===== config.mk =====
export PLATFORM = sky130hd
export DESIGN_NAME = sdmac_core
export DESIGN_NICKNAME = d
export VERILOG_FILES = /design/src/hdl/sdmac_pkg.sv /design/src/hdl/addr_decoder.sv /design/src/hdl/dma_fifo.sv /design/src/hdl/registers.sv /design/src/hdl/registers_cntr.sv /design/src/hdl/registers_istr.sv /design/src/hdl/scsi_byte_port.sv /design/src/hdl/sdmac_core.sv
export SDC_FILE = /design/constraint.sdc
export NUM_CORES = 1
export LEC_CHECK = 0
export ABC_AREA = 1
export BUFFER_PORTS_ARGS = -buffer_cell sky130_fd_sc_hd__clkbuf_2
export CAP_MARGIN = 40
export CORE_MARGIN = 1.5
export CORE_UTILIZATION = 34
export CTS_CLUSTER_SIZE = 16
export DETAILED_ROUTE_END_ITERATION = 10
export GPL_ROUTABILITY_DRIVEN = 0
export PLACE_DENSITY_LB_ADDON = 0.15
export SYNTH_ARGS = -nofsm -noshare
export SYNTH_HDL_FRONTEND = slang
export SYNTH_SLANG_ARGS = --single-unit

===== constraint.sdc =====
create_clock -name CLK -period 3.45 [get_ports CLK]
set_input_delay 0.5175 -clock CLK [delete_from_list [all_inputs] [get_ports CLK]]
set_output_delay 0.5175 -clock CLK [all_outputs]
set_load 0.005 [all_outputs]

===== src/hdl/sdmac_pkg.sv =====
/*
  Shared definitions for the SCSI DMA host core.
  Register offsets are byte addresses on an 8-bit CPU address bus.
  Only the memory-to-device data direction is modelled.
  WTC always reads back the constant 4; no transfer counter exists.
*/
package sdmac_pkg;

  localparam int DATA_W = 32;   // CPU data bus
  localparam int ADDR_W = 8;    // CPU address bus
  localparam int CNTR_W = 9;    // Control register
  localparam int ISTR_W = 9;    // Interrupt status register

  // Register offsets
  localparam logic [ADDR_W-1:0] OFF_WTC     = 8'h00;
  localparam logic [ADDR_W-1:0] OFF_CNTR    = 8'h08;
  localparam logic [ADDR_W-1:0] OFF_ACR     = 8'h0C;
  localparam logic [ADDR_W-1:0] OFF_ST_DMA  = 8'h10;
  localparam logic [ADDR_W-1:0] OFF_FLUSH   = 8'h14;
  localparam logic [ADDR_W-1:0] OFF_CLR_INT = 8'h18;
  localparam logic [ADDR_W-1:0] OFF_ISTR    = 8'h1C;
  localparam logic [ADDR_W-1:0] OFF_SP_DMA  = 8'h3C;
  localparam logic [ADDR_W-1:0] OFF_DATA    = 8'h40;

  typedef enum logic [3:0] {
    REG_NONE, REG_WTC, REG_CNTR, REG_ACR, REG_ST_DMA,
    REG_FLUSH, REG_CLR_INT, REG_ISTR, REG_SP_DMA, REG_DATA
  } reg_sel_e;

  // Control register bits
  localparam int CNTR_DMADIR = 1;   // 1 = toward the device
  localparam int CNTR_INTENA = 2;
  localparam int CNTR_PRESET = 4;
  localparam int CNTR_DMAENA = 8;   // Strobe controlled, read only

  // Status register bits
  localparam int ISTR_FE    = 0;
  localparam int ISTR_FF    = 1;
  localparam int ISTR_INT_P = 4;
  localparam int ISTR_INTS  = 5;
  localparam int ISTR_INT_F = 8;

endpackage


===== src/hdl/addr_decoder.sv =====
/*
  Register address decoder.
  Write strobes are single-cycle pulses, only on the cycle-start cycle.
  Read selects are levels held for the whole active bus cycle.
  Unknown offsets decode to nothing; such writes are silently ignored.
*/
`timescale 1ns/10ps

module addr_decoder import sdmac_pkg::*; (
  input  logic [ADDR_W-1:0] addr,
  input  logic              rw,       // 1 = read
  input  logic              active,   // Bus cycle in progress
  input  logic              start,    // First cycle of bus cycle
  output logic              wtc_rd,
  output logic              cntr_rd,
  output logic              istr_rd,
  output logic              cntr_wr,
  output logic              acr_wr,
  output logic              st_dma,
  output logic              sp_dma,
  output logic              flush,
  output logic              clr_int,
  output logic              data_wr
);

  reg_sel_e sel;
  logic     rd_cyc;
  logic     wr_cyc;

  always_comb begin
    case (addr)
      OFF_WTC:     sel = REG_WTC;
      OFF_CNTR:    sel = REG_CNTR;
      OFF_ACR:     sel = REG_ACR;
      OFF_ST_DMA:  sel = REG_ST_DMA;
      OFF_FLUSH:   sel = REG_FLUSH;
      OFF_CLR_INT: sel = REG_CLR_INT;
      OFF_ISTR:    sel = REG_ISTR;
      OFF_SP_DMA:  sel = REG_SP_DMA;
      OFF_DATA:    sel = REG_DATA;
      default:     sel = REG_NONE;
    endcase
  end

  assign rd_cyc = active & rw;   // Level for the whole cycle
  assign wr_cyc = start & ~rw;   // One pulse per cycle

  // Read selects
  assign wtc_rd  = rd_cyc & (sel == REG_WTC);
  assign cntr_rd = rd_cyc & (sel == REG_CNTR);
  assign istr_rd = rd_cyc & (sel == REG_ISTR);

  // Write and action strobes
  assign cntr_wr = wr_cyc & (sel == REG_CNTR);
  assign acr_wr  = wr_cyc & (sel == REG_ACR);
  assign st_dma  = wr_cyc & (sel == REG_ST_DMA);
  assign sp_dma  = wr_cyc & (sel == REG_SP_DMA);
  assign flush   = wr_cyc & (sel == REG_FLUSH);
  assign clr_int = wr_cyc & (sel == REG_CLR_INT);
  assign data_wr = wr_cyc & (sel == REG_DATA);

endmodule


===== src/hdl/dma_fifo.sv =====
/*
  Word FIFO between the register block and the SCSI byte port.
  FIFO_DEPTH must be a power of two.
  First-word-fall-through: pop_data is valid whenever not empty.
  Pushes while full are dropped; pops while empty are ignored.
*/
`timescale 1ns/10ps

module dma_fifo import sdmac_pkg::*; #(
  parameter int FIFO_DEPTH = 8
) (
  input  logic              CLK,
  input  logic              RST_,
  input  logic              push,
  input  logic [DATA_W-1:0] push_data,
  input  logic              pop,
  output logic [DATA_W-1:0] pop_data,
  output logic              empty,
  output logic              full
);

  localparam int AW = $clog2(FIFO_DEPTH);

  logic [DATA_W-1:0] mem [FIFO_DEPTH];
  logic [AW:0]       wr_ptr;   // Extra bit tells full from empty
  logic [AW:0]       rd_ptr;
  logic              do_push;
  logic              do_pop;

  assign do_push = push & ~full;
  assign do_pop  = pop & ~empty;

  assign empty = (wr_ptr == rd_ptr);
  assign full  = (wr_ptr[AW] != rd_ptr[AW]) &&
                 (wr_ptr[AW-1:0] == rd_ptr[AW-1:0]);

  // Storage
  always_ff @(posedge CLK) begin
    if (do_push)
      mem[wr_ptr[AW-1:0]] <= push_data;
  end

  // Pointers, push and pop may coincide
  always_ff @(posedge CLK or negedge RST_) begin
    if (!RST_) begin
      wr_ptr <= '0;
      rd_ptr <= '0;
    end else begin
      if (do_push)
        wr_ptr <= wr_ptr + 1'b1;
      if (do_pop)
        rd_ptr <= rd_ptr + 1'b1;
    end
  end

  assign pop_data = mem[rd_ptr[AW-1:0]];   // Head word

endmodule


===== src/hdl/registers.sv =====
/*
  Register block on the CPU side.
  A cycle runs while cs_ and as_ are both low; it is sampled once
  before decode, so writes land one edge after the sample.
  dsack_ falls at the second edge after cycle start.
  Unselected reads return zero. Data-port words go straight to the FIFO.
*/
`timescale 1ns/10ps

module registers import sdmac_pkg::*; (
  input  logic              CLK,
  input  logic              RST_,
  input  logic [ADDR_W-1:0] addr,
  input  logic              cs_,
  input  logic              as_,
  input  logic              rw,
  input  logic [DATA_W-1:0] wdata,
  output logic [DATA_W-1:0] rdata,
  output logic              dsack_,
  input  logic              fifo_empty,
  input  logic              fifo_full,
  input  logic              stop_flush,
  input  logic              scsi_int,
  output logic              push_word,
  output logic [DATA_W-1:0] push_data,
  output logic              flush_fifo,
  output logic              a1,
  output logic              dma_dir,
  output logic              dma_ena,
  output logic              periph_reset,
  output logic              int_
);

  logic bus_sel, active, active_d, start, ack_arm;
  logic wtc_rd, cntr_rd, istr_rd;
  logic cntr_wr, acr_wr, st_dma, sp_dma, flush, clr_int, data_wr;
  logic int_ena;
  logic [CNTR_W-1:0] cntr_o;
  logic [ISTR_W-1:0] istr_o;
  reg_sel_e rd_sel;

  assign bus_sel = ~cs_ & ~as_;
  assign start   = active & ~active_d;   // Newly set active flag

  // Cycle sampling and DSACK timing
  always_ff @(posedge CLK or negedge RST_) begin
    if (!RST_) begin
      active   <= 1'b0;
      active_d <= 1'b0;
      ack_arm  <= 1'b0;
      dsack_   <= 1'b1;
    end else begin
      active   <= bus_sel;
      active_d <= active;
      if (!bus_sel) begin
        ack_arm <= 1'b0;
        dsack_  <= 1'b1;   // Release once strobe is gone
      end else begin
        if (start)   ack_arm <= 1'b1;
        if (ack_arm) dsack_  <= 1'b0;
      end
    end
  end

  addr_decoder u_addr_decoder (
    .addr(addr), .rw(rw), .active(active), .start(start),
    .wtc_rd(wtc_rd), .cntr_rd(cntr_rd), .istr_rd(istr_rd),
    .cntr_wr(cntr_wr), .acr_wr(acr_wr), .st_dma(st_dma), .sp_dma(sp_dma),
    .flush(flush), .clr_int(clr_int), .data_wr(data_wr)
  );

  registers_cntr u_registers_cntr (
    .CLK(CLK), .RST_(RST_), .cntr_wr(cntr_wr), .st_dma(st_dma), .sp_dma(sp_dma),
    .wdata(wdata[CNTR_W-1:0]), .cntr_o(cntr_o), .dma_dir(dma_dir),
    .int_ena(int_ena), .periph_reset(periph_reset), .dma_ena(dma_ena)
  );

  registers_istr u_registers_istr (
    .CLK(CLK), .RST_(RST_), .fifo_empty(fifo_empty), .fifo_full(fifo_full),
    .clr_int(clr_int), .int_ena(int_ena), .scsi_int(scsi_int),
    .istr_o(istr_o), .int_(int_)
  );

  // Flush flag, set wins over clear
  always_ff @(posedge CLK or negedge RST_) begin
    if (!RST_)
      flush_fifo <= 1'b0;
    else if (flush)
      flush_fifo <= 1'b1;
    else if (stop_flush)
      flush_fifo <= 1'b0;
  end

  // A1 from ACR writes
  always_ff @(posedge CLK or negedge RST_) begin
    if (!RST_)
      a1 <= 1'b0;
    else if (acr_wr)
      a1 <= wdata[25];
  end

  // Read mux
  always_comb begin
    rd_sel = REG_NONE;
    if (wtc_rd)       rd_sel = REG_WTC;
    else if (cntr_rd) rd_sel = REG_CNTR;
    else if (istr_rd) rd_sel = REG_ISTR;
    case (rd_sel)
      REG_WTC:  rdata = DATA_W'(4);   // No real counter
      REG_CNTR: rdata = DATA_W'(cntr_o);
      REG_ISTR: rdata = DATA_W'(istr_o);
      default:  rdata = '0;
    endcase
  end

  assign push_word = data_wr;
  assign push_data = wdata;

endmodule


===== src/hdl/registers_cntr.sv =====
/*
  Control register.
  Only DMADIR, INTENA and PRESET are writable; other bits read as zero.
  DMAENA is set by the start strobe and cleared by the stop strobe,
  stop wins when both arrive together.
*/
`timescale 1ns/10ps

module registers_cntr import sdmac_pkg::*; (
  input  logic              CLK,
  input  logic              RST_,
  input  logic              cntr_wr,
  input  logic              st_dma,
  input  logic              sp_dma,
  input  logic [CNTR_W-1:0] wdata,
  output logic [CNTR_W-1:0] cntr_o,
  output logic              dma_dir,
  output logic              int_ena,
  output logic              periph_reset,
  output logic              dma_ena
);

  // Writable bits
  always_ff @(posedge CLK or negedge RST_) begin
    if (!RST_) begin
      dma_dir      <= 1'b0;
      int_ena      <= 1'b0;
      periph_reset <= 1'b0;
    end else if (cntr_wr) begin
      dma_dir      <= wdata[CNTR_DMADIR];
      int_ena      <= wdata[CNTR_INTENA];
      periph_reset <= wdata[CNTR_PRESET];
    end
  end

  // DMA enable, strobe driven
  always_ff @(posedge CLK or negedge RST_) begin
    if (!RST_)
      dma_ena <= 1'b0;
    else if (sp_dma)
      dma_ena <= 1'b0;   // Stop has priority
    else if (st_dma)
      dma_ena <= 1'b1;
  end

  always_comb begin
    cntr_o              = '0;
    cntr_o[CNTR_DMADIR] = dma_dir;
    cntr_o[CNTR_INTENA] = int_ena;
    cntr_o[CNTR_PRESET] = periph_reset;
    cntr_o[CNTR_DMAENA] = dma_ena;
  end

endmodule


===== src/hdl/registers_istr.sv =====
/*
  Interrupt status register.
  Pending is set by any cycle with scsi_int high, so a held
  interrupt cannot be cleared until the source drops.
  int_ is active low and only asserts with INTENA set.
*/
`timescale 1ns/10ps

module registers_istr import sdmac_pkg::*; (
  input  logic              CLK,
  input  logic              RST_,
  input  logic              fifo_empty,
  input  logic              fifo_full,
  input  logic              clr_int,
  input  logic              int_ena,
  input  logic              scsi_int,   // Live SCSI chip interrupt
  output logic [ISTR_W-1:0] istr_o,
  output logic              int_
);

  logic int_p;   // Interrupt pending

  always_ff @(posedge CLK or negedge RST_) begin
    if (!RST_)
      int_p <= 1'b0;
    else if (scsi_int)
      int_p <= 1'b1;     // Source still high beats clear
    else if (clr_int)
      int_p <= 1'b0;
  end

  assign int_ = ~(int_p & int_ena);

  // Status word, unused bits read zero
  always_comb begin
    istr_o             = '0;
    istr_o[ISTR_FE]    = fifo_empty;
    istr_o[ISTR_FF]    = fifo_full;
    istr_o[ISTR_INT_P] = int_p;
    istr_o[ISTR_INTS]  = scsi_int;
    istr_o[ISTR_INT_F] = ~int_;   // Output currently asserted
  end

endmodule


===== src/hdl/scsi_byte_port.sv =====
/*
  SCSI-side byte port, memory-to-device only.
  Bytes leave most significant first, one per cycle with scsi_rdy high,
  and only while running (DMA on toward device, or flushing).
  A new word is taken only once all bytes of the current one are out.
*/
`timescale 1ns/10ps

module scsi_byte_port import sdmac_pkg::*; (
  input  logic              CLK,
  input  logic              RST_,
  input  logic              dma_ena,
  input  logic              dma_dir,
  input  logic              flush_fifo,
  input  logic              fifo_empty,
  output logic              pop,
  input  logic [DATA_W-1:0] pop_data,
  input  logic              scsi_rdy,
  output logic              scsi_stb,
  output logic [7:0]        scsi_data,
  output logic              stop_flush
);

  localparam int BYTES = DATA_W / 8;
  localparam int CW    = $clog2(BYTES) + 1;

  logic [DATA_W-1:0] shreg;   // Word being sent
  logic [CW-1:0]     cnt;     // Bytes left in shreg
  logic              running;
  logic              held;

  assign running = (dma_ena & dma_dir) | flush_fifo;
  assign held    = (cnt != '0);

  assign pop        = running & ~held & ~fifo_empty;
  assign scsi_stb   = running & held & scsi_rdy;
  assign scsi_data  = shreg[DATA_W-1 -: 8];      // MSB first
  assign stop_flush = fifo_empty & ~held;        // Nothing left anywhere

  always_ff @(posedge CLK or negedge RST_) begin
    if (!RST_) begin
      shreg <= '0;
      cnt   <= '0;
    end else if (pop) begin
      shreg <= pop_data;
      cnt   <= CW'(BYTES);
    end else if (scsi_stb) begin
      shreg <= shreg << 8;
      cnt   <= cnt - 1'b1;
    end
  end

endmodule


===== src/hdl/sdmac_core.sv =====
/*
  Top level of the SCSI DMA host core.
  Connects register block, word FIFO and SCSI byte port.
  FIFO_DEPTH must be a power of two; it sizes the data FIFO.
*/
`timescale 1ns/10ps

module sdmac_core import sdmac_pkg::*; #(
  parameter int FIFO_DEPTH = 8
) (
  input  logic              CLK,
  input  logic              RST_,
  input  logic [ADDR_W-1:0] addr,
  input  logic              cs_,
  input  logic              as_,
  input  logic              rw,
  input  logic [DATA_W-1:0] wdata,
  output logic [DATA_W-1:0] rdata,
  output logic              dsack_,
  input  logic              scsi_int,
  input  logic              scsi_rdy,
  output logic              scsi_stb,
  output logic [7:0]        scsi_data,
  output logic              int_,
  output logic              dma_dir,
  output logic              dma_ena,
  output logic              periph_reset,
  output logic              a1
);

  logic              fifo_empty, fifo_full, stop_flush, flush_fifo;
  logic              push_word, pop;
  logic [DATA_W-1:0] push_data, pop_data;

  registers u_registers (
    .CLK(CLK), .RST_(RST_), .addr(addr), .cs_(cs_), .as_(as_), .rw(rw),
    .wdata(wdata), .rdata(rdata), .dsack_(dsack_),
    .fifo_empty(fifo_empty), .fifo_full(fifo_full), .stop_flush(stop_flush),
    .scsi_int(scsi_int), .push_word(push_word), .push_data(push_data),
    .flush_fifo(flush_fifo), .a1(a1), .dma_dir(dma_dir), .dma_ena(dma_ena),
    .periph_reset(periph_reset), .int_(int_)
  );

  dma_fifo #(.FIFO_DEPTH(FIFO_DEPTH)) u_dma_fifo (
    .CLK(CLK), .RST_(RST_), .push(push_word), .push_data(push_data),
    .pop(pop), .pop_data(pop_data), .empty(fifo_empty), .full(fifo_full)
  );

  scsi_byte_port u_scsi_byte_port (
    .CLK(CLK), .RST_(RST_), .dma_ena(dma_ena), .dma_dir(dma_dir),
    .flush_fifo(flush_fifo), .fifo_empty(fifo_empty), .pop(pop),
    .pop_data(pop_data), .scsi_rdy(scsi_rdy), .scsi_stb(scsi_stb),
    .scsi_data(scsi_data), .stop_flush(stop_flush)
  );

endmodule


==> impl_metrics.ini, run 1 <==
[worst_setup_path]
worst_ep_required_time_ps = 2930
cp_common_cell = nand2_1
critPathTopFamily = flip-flops
reg2reg_depth = 8
worst-r2r-setup-slack_ps = 1150
critPathKind = register to primary output
slowest_delay_ps = 460
path_max_fanout = 6
cp-endpoint = rdata[1]
cp_cell_sequence = xnor2_1, nand2_1, nor2_2, nand2_1, inv_1, nand3_1, nand2_1, clkbuf_2
crit_buf_inv = 2
r2r-start = u_registers.active_d
startpoint = u_dma_fifo.wr_ptr[2]
crit_cells = 8
cp.arrival_ps = 1830
reg2reg_to = u_dma_fifo.mem[5][12]
worstSetupStartpointType = register
critPathSlowestCell = dfrtp_1
critPathCaptureType = primary output

[floorplan]
die-width_um = 198
die_area_um2 = 39100
core_um2 = 37500
initial_utilization_pct = 34.4
die_y_um = 198
io_pins = 94
num_rows = 71

[sta]
finalSetupViolCount = 0
hold_violations = 0
final.min_clock_period_ps = 2350
whs_ps = 172
finalSetupTns_ps = 0
max_freq_ghz = 0.426
finalCritPeriodShare_pct = 68.0
worst_pin_slew_ps = 879
grt_setup_unrepaired = no
final.setup_skew_ps = 23.2
slew_violations = 0
slew_headroom_pct = 41.4

[logic_synthesis]
dominantRegCellSynth = edfxtp_1
ys_seq_area_share_pct = 70.1
synth_edf_count = 256
synth.distinct_cells = 37
ys.warnings.count = 0
synth-xor-area-share_pct = 0.670
yosysMostFrequentCell = edfxtp_1
synthCells = 1089
synth_top_area_share_pct = 59.6
ys_seq_elements = 310
yosys.area_share.simple_pct = 13.1
synth_area_um2 = 12900
synth.largest_area_cell = edfxtp_1
synth_fa_ha_area_share_pct = 0.388
synth_commonest_cells = edfxtp_1 (256), nand2_1 (211), nor2_1 (127)
async_flop_share_pct = 17.4
synthMuxAreaShare_pct = 0.437
synth_compound_area_share_pct = 9.56
avgSynthCellArea_um2 = 11.8
ys_top_cells_by_area = edfxtp_1 (60%), dfrtp_1 (10%), nand2_1 (6.1%), o21ai_0 (4.1%), nor2_1 (3.7%)
synth_top_family_by_area = simple AND/OR/NAND/NOR gates

[cells_and_area]
layout.nets = 1206
diodes = 0
area_delta_synth_final_pct = 14.9
fillers = 3635
drive_gt1_share_pct = 14.7
multiInputGateArea_um2 = 3270
seq_area_um2 = 9040

[clock_tree]
clk_latency_ps = 520
cts_buffers = 36
cts_max_level = 2
cts_buffer_depth = 3
root_buffer = clkbuf_16
clock_sinks = 310
cts_tree = built
clk_pin_slew_worst_paths_ps = 50

[route]
wl_mm = 31.7
wl_per_cell_um = 18.8
highest_layer = met4
num_vias = 8192
firstDrtPassIters = 4
drt_iter0_drc = 462
wl_met1_mm = 15.0
detail-route-antenna-nets = 0
routed_via_density = 4.84
wl_met2_mm = 14.7
drc = 0
dr_wl_met3_mm = 1.25

[pwr]
combPwrFrac_pct = 27.4
powerDensity_nw_per_um2 = 736
p_int_mw = 7.23
p_switching_mw = 3.66
pwr-share-seq_pct = 39.8
pwr-share-clk_pct = 32.8
switching_share_pct = 33.6
ir_worst_vdd_uv = 386
p_leak_nw = 5.50

[global_routing]
grt_max_degree = 130
grt_use_total_pct = 16.7
grt_pass1_vias = 8026
antenna_found_initial = 0
grt_overflow = 0
grt_pass1_wl_mm = 48.9

[place]
dp_hpwl_mm = 18.7
portBuffers = 67

[worst_hold_path]
worstHoldPathCells = 2
hp-class = input pin to register
hp-start = cs_

[run]
drv_cap = 0

[outcome]
status = finished, final reports clean
## sequential cells by signal, summed over array words and instances (netlist names)
register,cells
u_registers.flush_fifo,1
u_registers.u_registers_cntr.dma_ena,1
u_registers.u_registers_cntr.int_ena,1
u_registers.u_registers_istr.int_p,1
u_registers.u_registers_cntr.periph_reset,1
u_registers.ack_arm,1
u_dma_fifo.wr_ptr,4
u_scsi_byte_port.shreg,32
u_registers.active,1
u_scsi_byte_port.cnt,3
u_dma_fifo.mem,256
u_registers.dsack_,1
u_dma_fifo.rd_ptr,4
u_registers.u_registers_cntr.dma_dir,1
u_registers.active_d,1
u_registers.a1,1
## through the flow
stage | instances | util (%) | area (µm²) | setup WS, ps | power [mW]
after global routing | 1691 | 39.5 | 14800 | 894 | 11.5
after floorplan | 1114 | - | 13000 | 275 | 6.54
after CTS | 1691 | 39.5 | 14800 | 1050 | 11.0
after detailed placement | 1627 | 36.6 | 13700 | 809 | 7.46
final | 1691 | 39.5 | 14800 | 1100 | 10.9
after global placement | 1626 | 36.5 | 13700 | 815 | 7.45
## what timing repair did
action	4_1_cts	5_1_grt
hold buffers	1	0
resized for setup	0	0
hold endpoints to repair	17	0
setup buffers	0	0
## per-layer routing
layer	global-route usage, %	vias up
met4	5.00	0
met3	2.69	46
met5	0	-
li1	-	3927
met1	23.3	4046
met2	26.7	173
## worst reg2reg max path, cell delays in order, from the launching register on
cell	delay (ps)
dfrtp_1	350
inv_1	60
nand2_1	50
nor2_1	270
nand3_1	180
nor3_4	310
nand2_2	230
nor2_4	140
buf_4	350
## power by group through the flow
stage / registers, mW / clock network (mW) / logic [mW]
after floorplan: 4.38 / 0 / 2.15
after global placement: 4.42 / 0 / 3.03
after detailed placement: 4.42 / 0 / 3.04
after CTS: 4.34 / 3.64 / 3.05
after global routing: 4.36 / 3.80 / 3.37
final: 4.34 / 3.57 / 2.98
## placed cells by master (no fill, tap or decap), types with 6 or more instances in the layout
cell type / count
nor2_1: 119
o21ai_0: 105
inv_1: 39
nor2_4: 9
o211ai_1: 18
buf_4: 27
clkbuf_16: 36
nand3_1: 58
clkbuf_1: 12
dfrtp_1: 52
edfxtp_1: 256
clkinv_1: 6
nand2_1: 211
o22ai_1: 49
conb_1: 26
a21oi_1: 18
clkbuf_2: 67
a32o_1: 11
## layout make-up
cell class | instances | area share, %
multi-input combinational | 666 | 22.1
sequential | 310 | 61.1
timing repair buffer | 98 | 4.07
clock inverter | 15 | 0.938
tap | 511 | 4.32
clock buffer | 48 | 6.39
inverter | 43 | 1.10
## worst min-delay path by stage
stage / to / slack [ps]
after floorplan: u_dma_fifo.rd_ptr[0] / 220
after global placement: u_registers.active_d / 410
after detailed placement: u_registers.active_d / 430
after CTS: u_registers.ack_arm / 150
after global routing: u_registers.ack_arm / 150
final: u_registers.ack_arm / 170
## kinds of logic (layout without fill, tap and decap cells)
family                   after synthesis  count (layout)
buffers and inverters                138             204
multiplexers                           5               5
other                                  1              26
XOR/XNOR                               9               9
flip-flops                           310             310
AO/OA/AOI/OAI                        209             209
AND/OR/NAND/NOR                      413             413
adder cells (fa/ha/maj)                4               4
No activity file was read; power rests on OpenSTA's default activity.
==> run 2, diff against run 1 <==
--- a/config.mk
+++ b/config.mk
@@ -5,7 +5,7 @@
 export SDC_FILE = /design/constraint.sdc
 export NUM_CORES = 1
 export LEC_CHECK = 0
-export ABC_AREA = 1
+export ABC_AREA = 0
 export BUFFER_PORTS_ARGS = -buffer_cell sky130_fd_sc_hd__clkbuf_2
 export CAP_MARGIN = 40
 export CORE_MARGIN = 1.5
==> constraint.sdc (replaced) <==
create_clock -name CLK -period 2.2 [get_ports CLK]
set_input_delay 0.33 -clock CLK [delete_from_list [all_inputs] [get_ports CLK]]
set_output_delay 0.33 -clock CLK [all_outputs]
set_load 0.005 [all_outputs]
==> run 2 against run 1 <==
Effect of this change: the flow now finishes with violations (design-rule violations, negative setup slack); combinational power shrank 82%; via count shrank 21%; clock power grew 59%; highest routed layer unchanged; synthesized cell count shrank 39%; clock skew grew 2.5 ps; global-route usage shrank 2.0 points; synthesized area shrank 3.6%.
==> impl_metrics.ini, run 2 <==
[sta]
slew_violations = 0
fin_ws_ps = -144
hold_violations = 0
max_freq_ghz = 0.427
finalCritPeriodShare_pct = 107
final.setup_skew_ps = 25.7
finalSetupViolCount = 1
finalSetupTns_ps = -144
final.min_clock_period_ps = 2340
grt_setup_unrepaired = yes

[pwr]
power.total_mw = 12.9
ir_worst_vdd_uv = 394
p_leak_nw = 5.32
powerDensity_nw_per_um2 = 841

[cells_and_area]
area_delta_synth_final_pct = 23.4
diodes = 0
layout.nets = 859
final_area_um2 = 15300
utilization_pct = 42.9
drive_gt1_share_pct = 36.1
final_cell_mix = edfxtp_1 (256), clkbuf_2 (66), mux4_2 (64), dfrtp_1 (50), buf_4 (49)
largest_reg_flops = 256
layout_commonest_cell = edfxtp_1

[global_routing]
grt_max_degree = 59
grt_pass1_wl_mm = 41.7
grt_overflow = 0
antenna_found_initial = 1
grt_pass1_vias = 6854
grt_use_total_pct = 14.7

[clock_tree]
root_buffer = clkbuf_16
cts_max_level = 2
clk_latency_ps = 510
clock_sinks = 310
cts_buffers = 34
clk_pin_slew_worst_paths_ps = 60
cts_buffer_depth = 3
cts_tree = built

[logic_synthesis]
async_flop_share_pct = 17.4
avgSynthCellArea_um2 = 18.7
synth_compound_area_share_pct = 3.54
dominantRegCellSynth = edfxtp_1
ys_seq_elements = 310
synth.distinct_cells = 46
ys_top_cells_by_area = edfxtp_1 (62%), mux4_2 (12%), dfrtp_1 (11%), buf_4 (2.1%), mux2i_1 (1.9%)
synth_top_area_share_pct = 61.8
synth_area_um2 = 12400
synth_top_family_by_area = multiplexers
yosysMostFrequentCell = edfxtp_1
synth_fa_ha_area_share_pct = 0.403
synth-xor-area-share_pct = 0.845
synthCells = 665
synth_edf_count = 256
synth.largest_area_cell = edfxtp_1
ys.warnings.count = 0
yosys.area_share.simple_pct = 4.85
ys_seq_area_share_pct = 72.7
synth_commonest_cells = edfxtp_1 (256), mux4_2 (64), dfrtp_1 (53)
synthMuxAreaShare_pct = 14.0

[worst_setup_path]
critPathKind = register to primary output
path_max_fanout = 2
worst-r2r-setup-slack_ps = 30
reg2reg_depth = 7
worstSetupStartpointType = register
critPathSlowestCell = or4b_4
worst_ep_required_time_ps = 1870
critPathCaptureType = primary output
cp_cell_sequence = xor2_2, or4b_4, nor4_2, buf_2
startpoint = u_dma_fifo.rd_ptr[1]
slowest_delay_ps = 560
r2r-start = u_dma_fifo.rd_ptr[1]
cp.arrival_ps = 2010
reg2reg_to = u_scsi_byte_port.shreg[14]
cp-endpoint = rdata[0]

[place]
portBuffers = 67
place_area_um2 = 13800
dp_hpwl_mm = 16.7

[route]
wl_per_cell_um = 21.7
wl_mm = 28.1
firstDrtPassIters = 8
drt_iter0_drc = 392
num_vias = 6485
detail-route-antenna-nets = 0
drc = 14
routed_via_density = 5.02

[floorplan]
die_area_um2 = 37700
die_y_um = 194
io_pins = 94
die-width_um = 194
num_rows = 69
initial_utilization_pct = 34.8
core_um2 = 35700

[run]
drv_cap = 0

[worst_hold_path]
hp-class = input pin to register

[outcome]
failed_checks = design-rule violations, negative setup slack
status = complete, but fails checks
==> run 2: cell types whose count changed in the layout (fill, tap and decap cells not counted), sizes merged, moves of 45 or more <==
cell   delta
nand2   -184
nor2    -101
o21ai    -94
mux4     +64
o22ai    -49
nand3    -48
buf      +45
==> run 2: worst min-delay path by stage <==
stage	start	end	slack (ps)	cells after the start
after detailed placement	RST_	u_registers.u_registers_cntr.dma_ena	310	1
after floorplan	RST_	u_dma_fifo.rd_ptr[0]	30	0
after global placement	RST_	u_registers.u_registers_cntr.dma_ena	310	1
after CTS	as_	u_registers.ack_arm	0.3	2
after global routing	as_	u_registers.ack_arm	10	2
final	as_	u_registers.ack_arm	20	2
==> run 2: routing by layer <==
layer	wire, µm	vias to the layer above	track usage [%]
met5	0	-	0
met4	459	0	3.39
met3	1410	38	2.64
met2	13800	200	24.4
met1	12400	3382	20.0
li1	-	2865	-
==> run 2: layout make-up <==
type	count	area (µm²)
Clock inverter	15	195
Multi-Input combinational cell	307	3220
Tap cell	461	577
Timing Repair Buffer	148	1350
Inverter	7	28.8
Sequential cell	310	9050
Clock buffer	45	933
Fill cell	3164	20400
==> run 2: cell families (layout without fill, tap and decap cells) <==
| kind of cell | count (synthesis) | count (layout) |
|---|---|---|
| AOI/OAI and AO/OA | 58 | 58 |
| xor gates and xnor gates | 12 | 12 |
| adders and majority gates | 4 | 4 |
| buffers and inverters | 74 | 215 |
| DFF | 310 | 310 |
| muxes | 93 | 93 |
| other | 1 | 26 |
| and+or+nand+nor | 113 | 114 |
==> run 2: per-stage QoR <==
step / hold WS (ps) / setup slack, ps / cells
2_1_floorplan: 34.4 / -487 / 690
3_3_place_gp: 310 / -228 / 1206
3_5_place_dp: 313 / -248 / 1206
4_1_cts: 0.251 / -151 / 1275
5_1_grt: 10.7 / -200 / 1293
6_report: 18.1 / -144 / 1293
==> run 2: what timing repair did <==
action,4_1_cts,5_1_grt
gates resized for setup,9,17
cloned,1,6
setup buffers,6,12
endpoints found under the setup margin,213,40
hold endpoints to repair,17,0
hold buffers,2,0
pin swaps,2,2
==> run 2: power by group <==
| part | switching, mW | internal [mW] | total [mW] |
|---|---|---|---|
| Sequential | 0.149 | 6.53 | 6.68 |
| Clock | 2.22 | 3.47 | 5.68 |
| Combinational | 0.284 | 0.256 | 0.540 |
| Total | 2.65 | 10.3 | 12.9 |
==> run 2: worst max-delay path: cells and delay by family, from the launching register on <==
family	cells	cell delay (ps)
simple gates	2	710
flops	1	480
buf+inv	1	160
xor+xnor	1	170
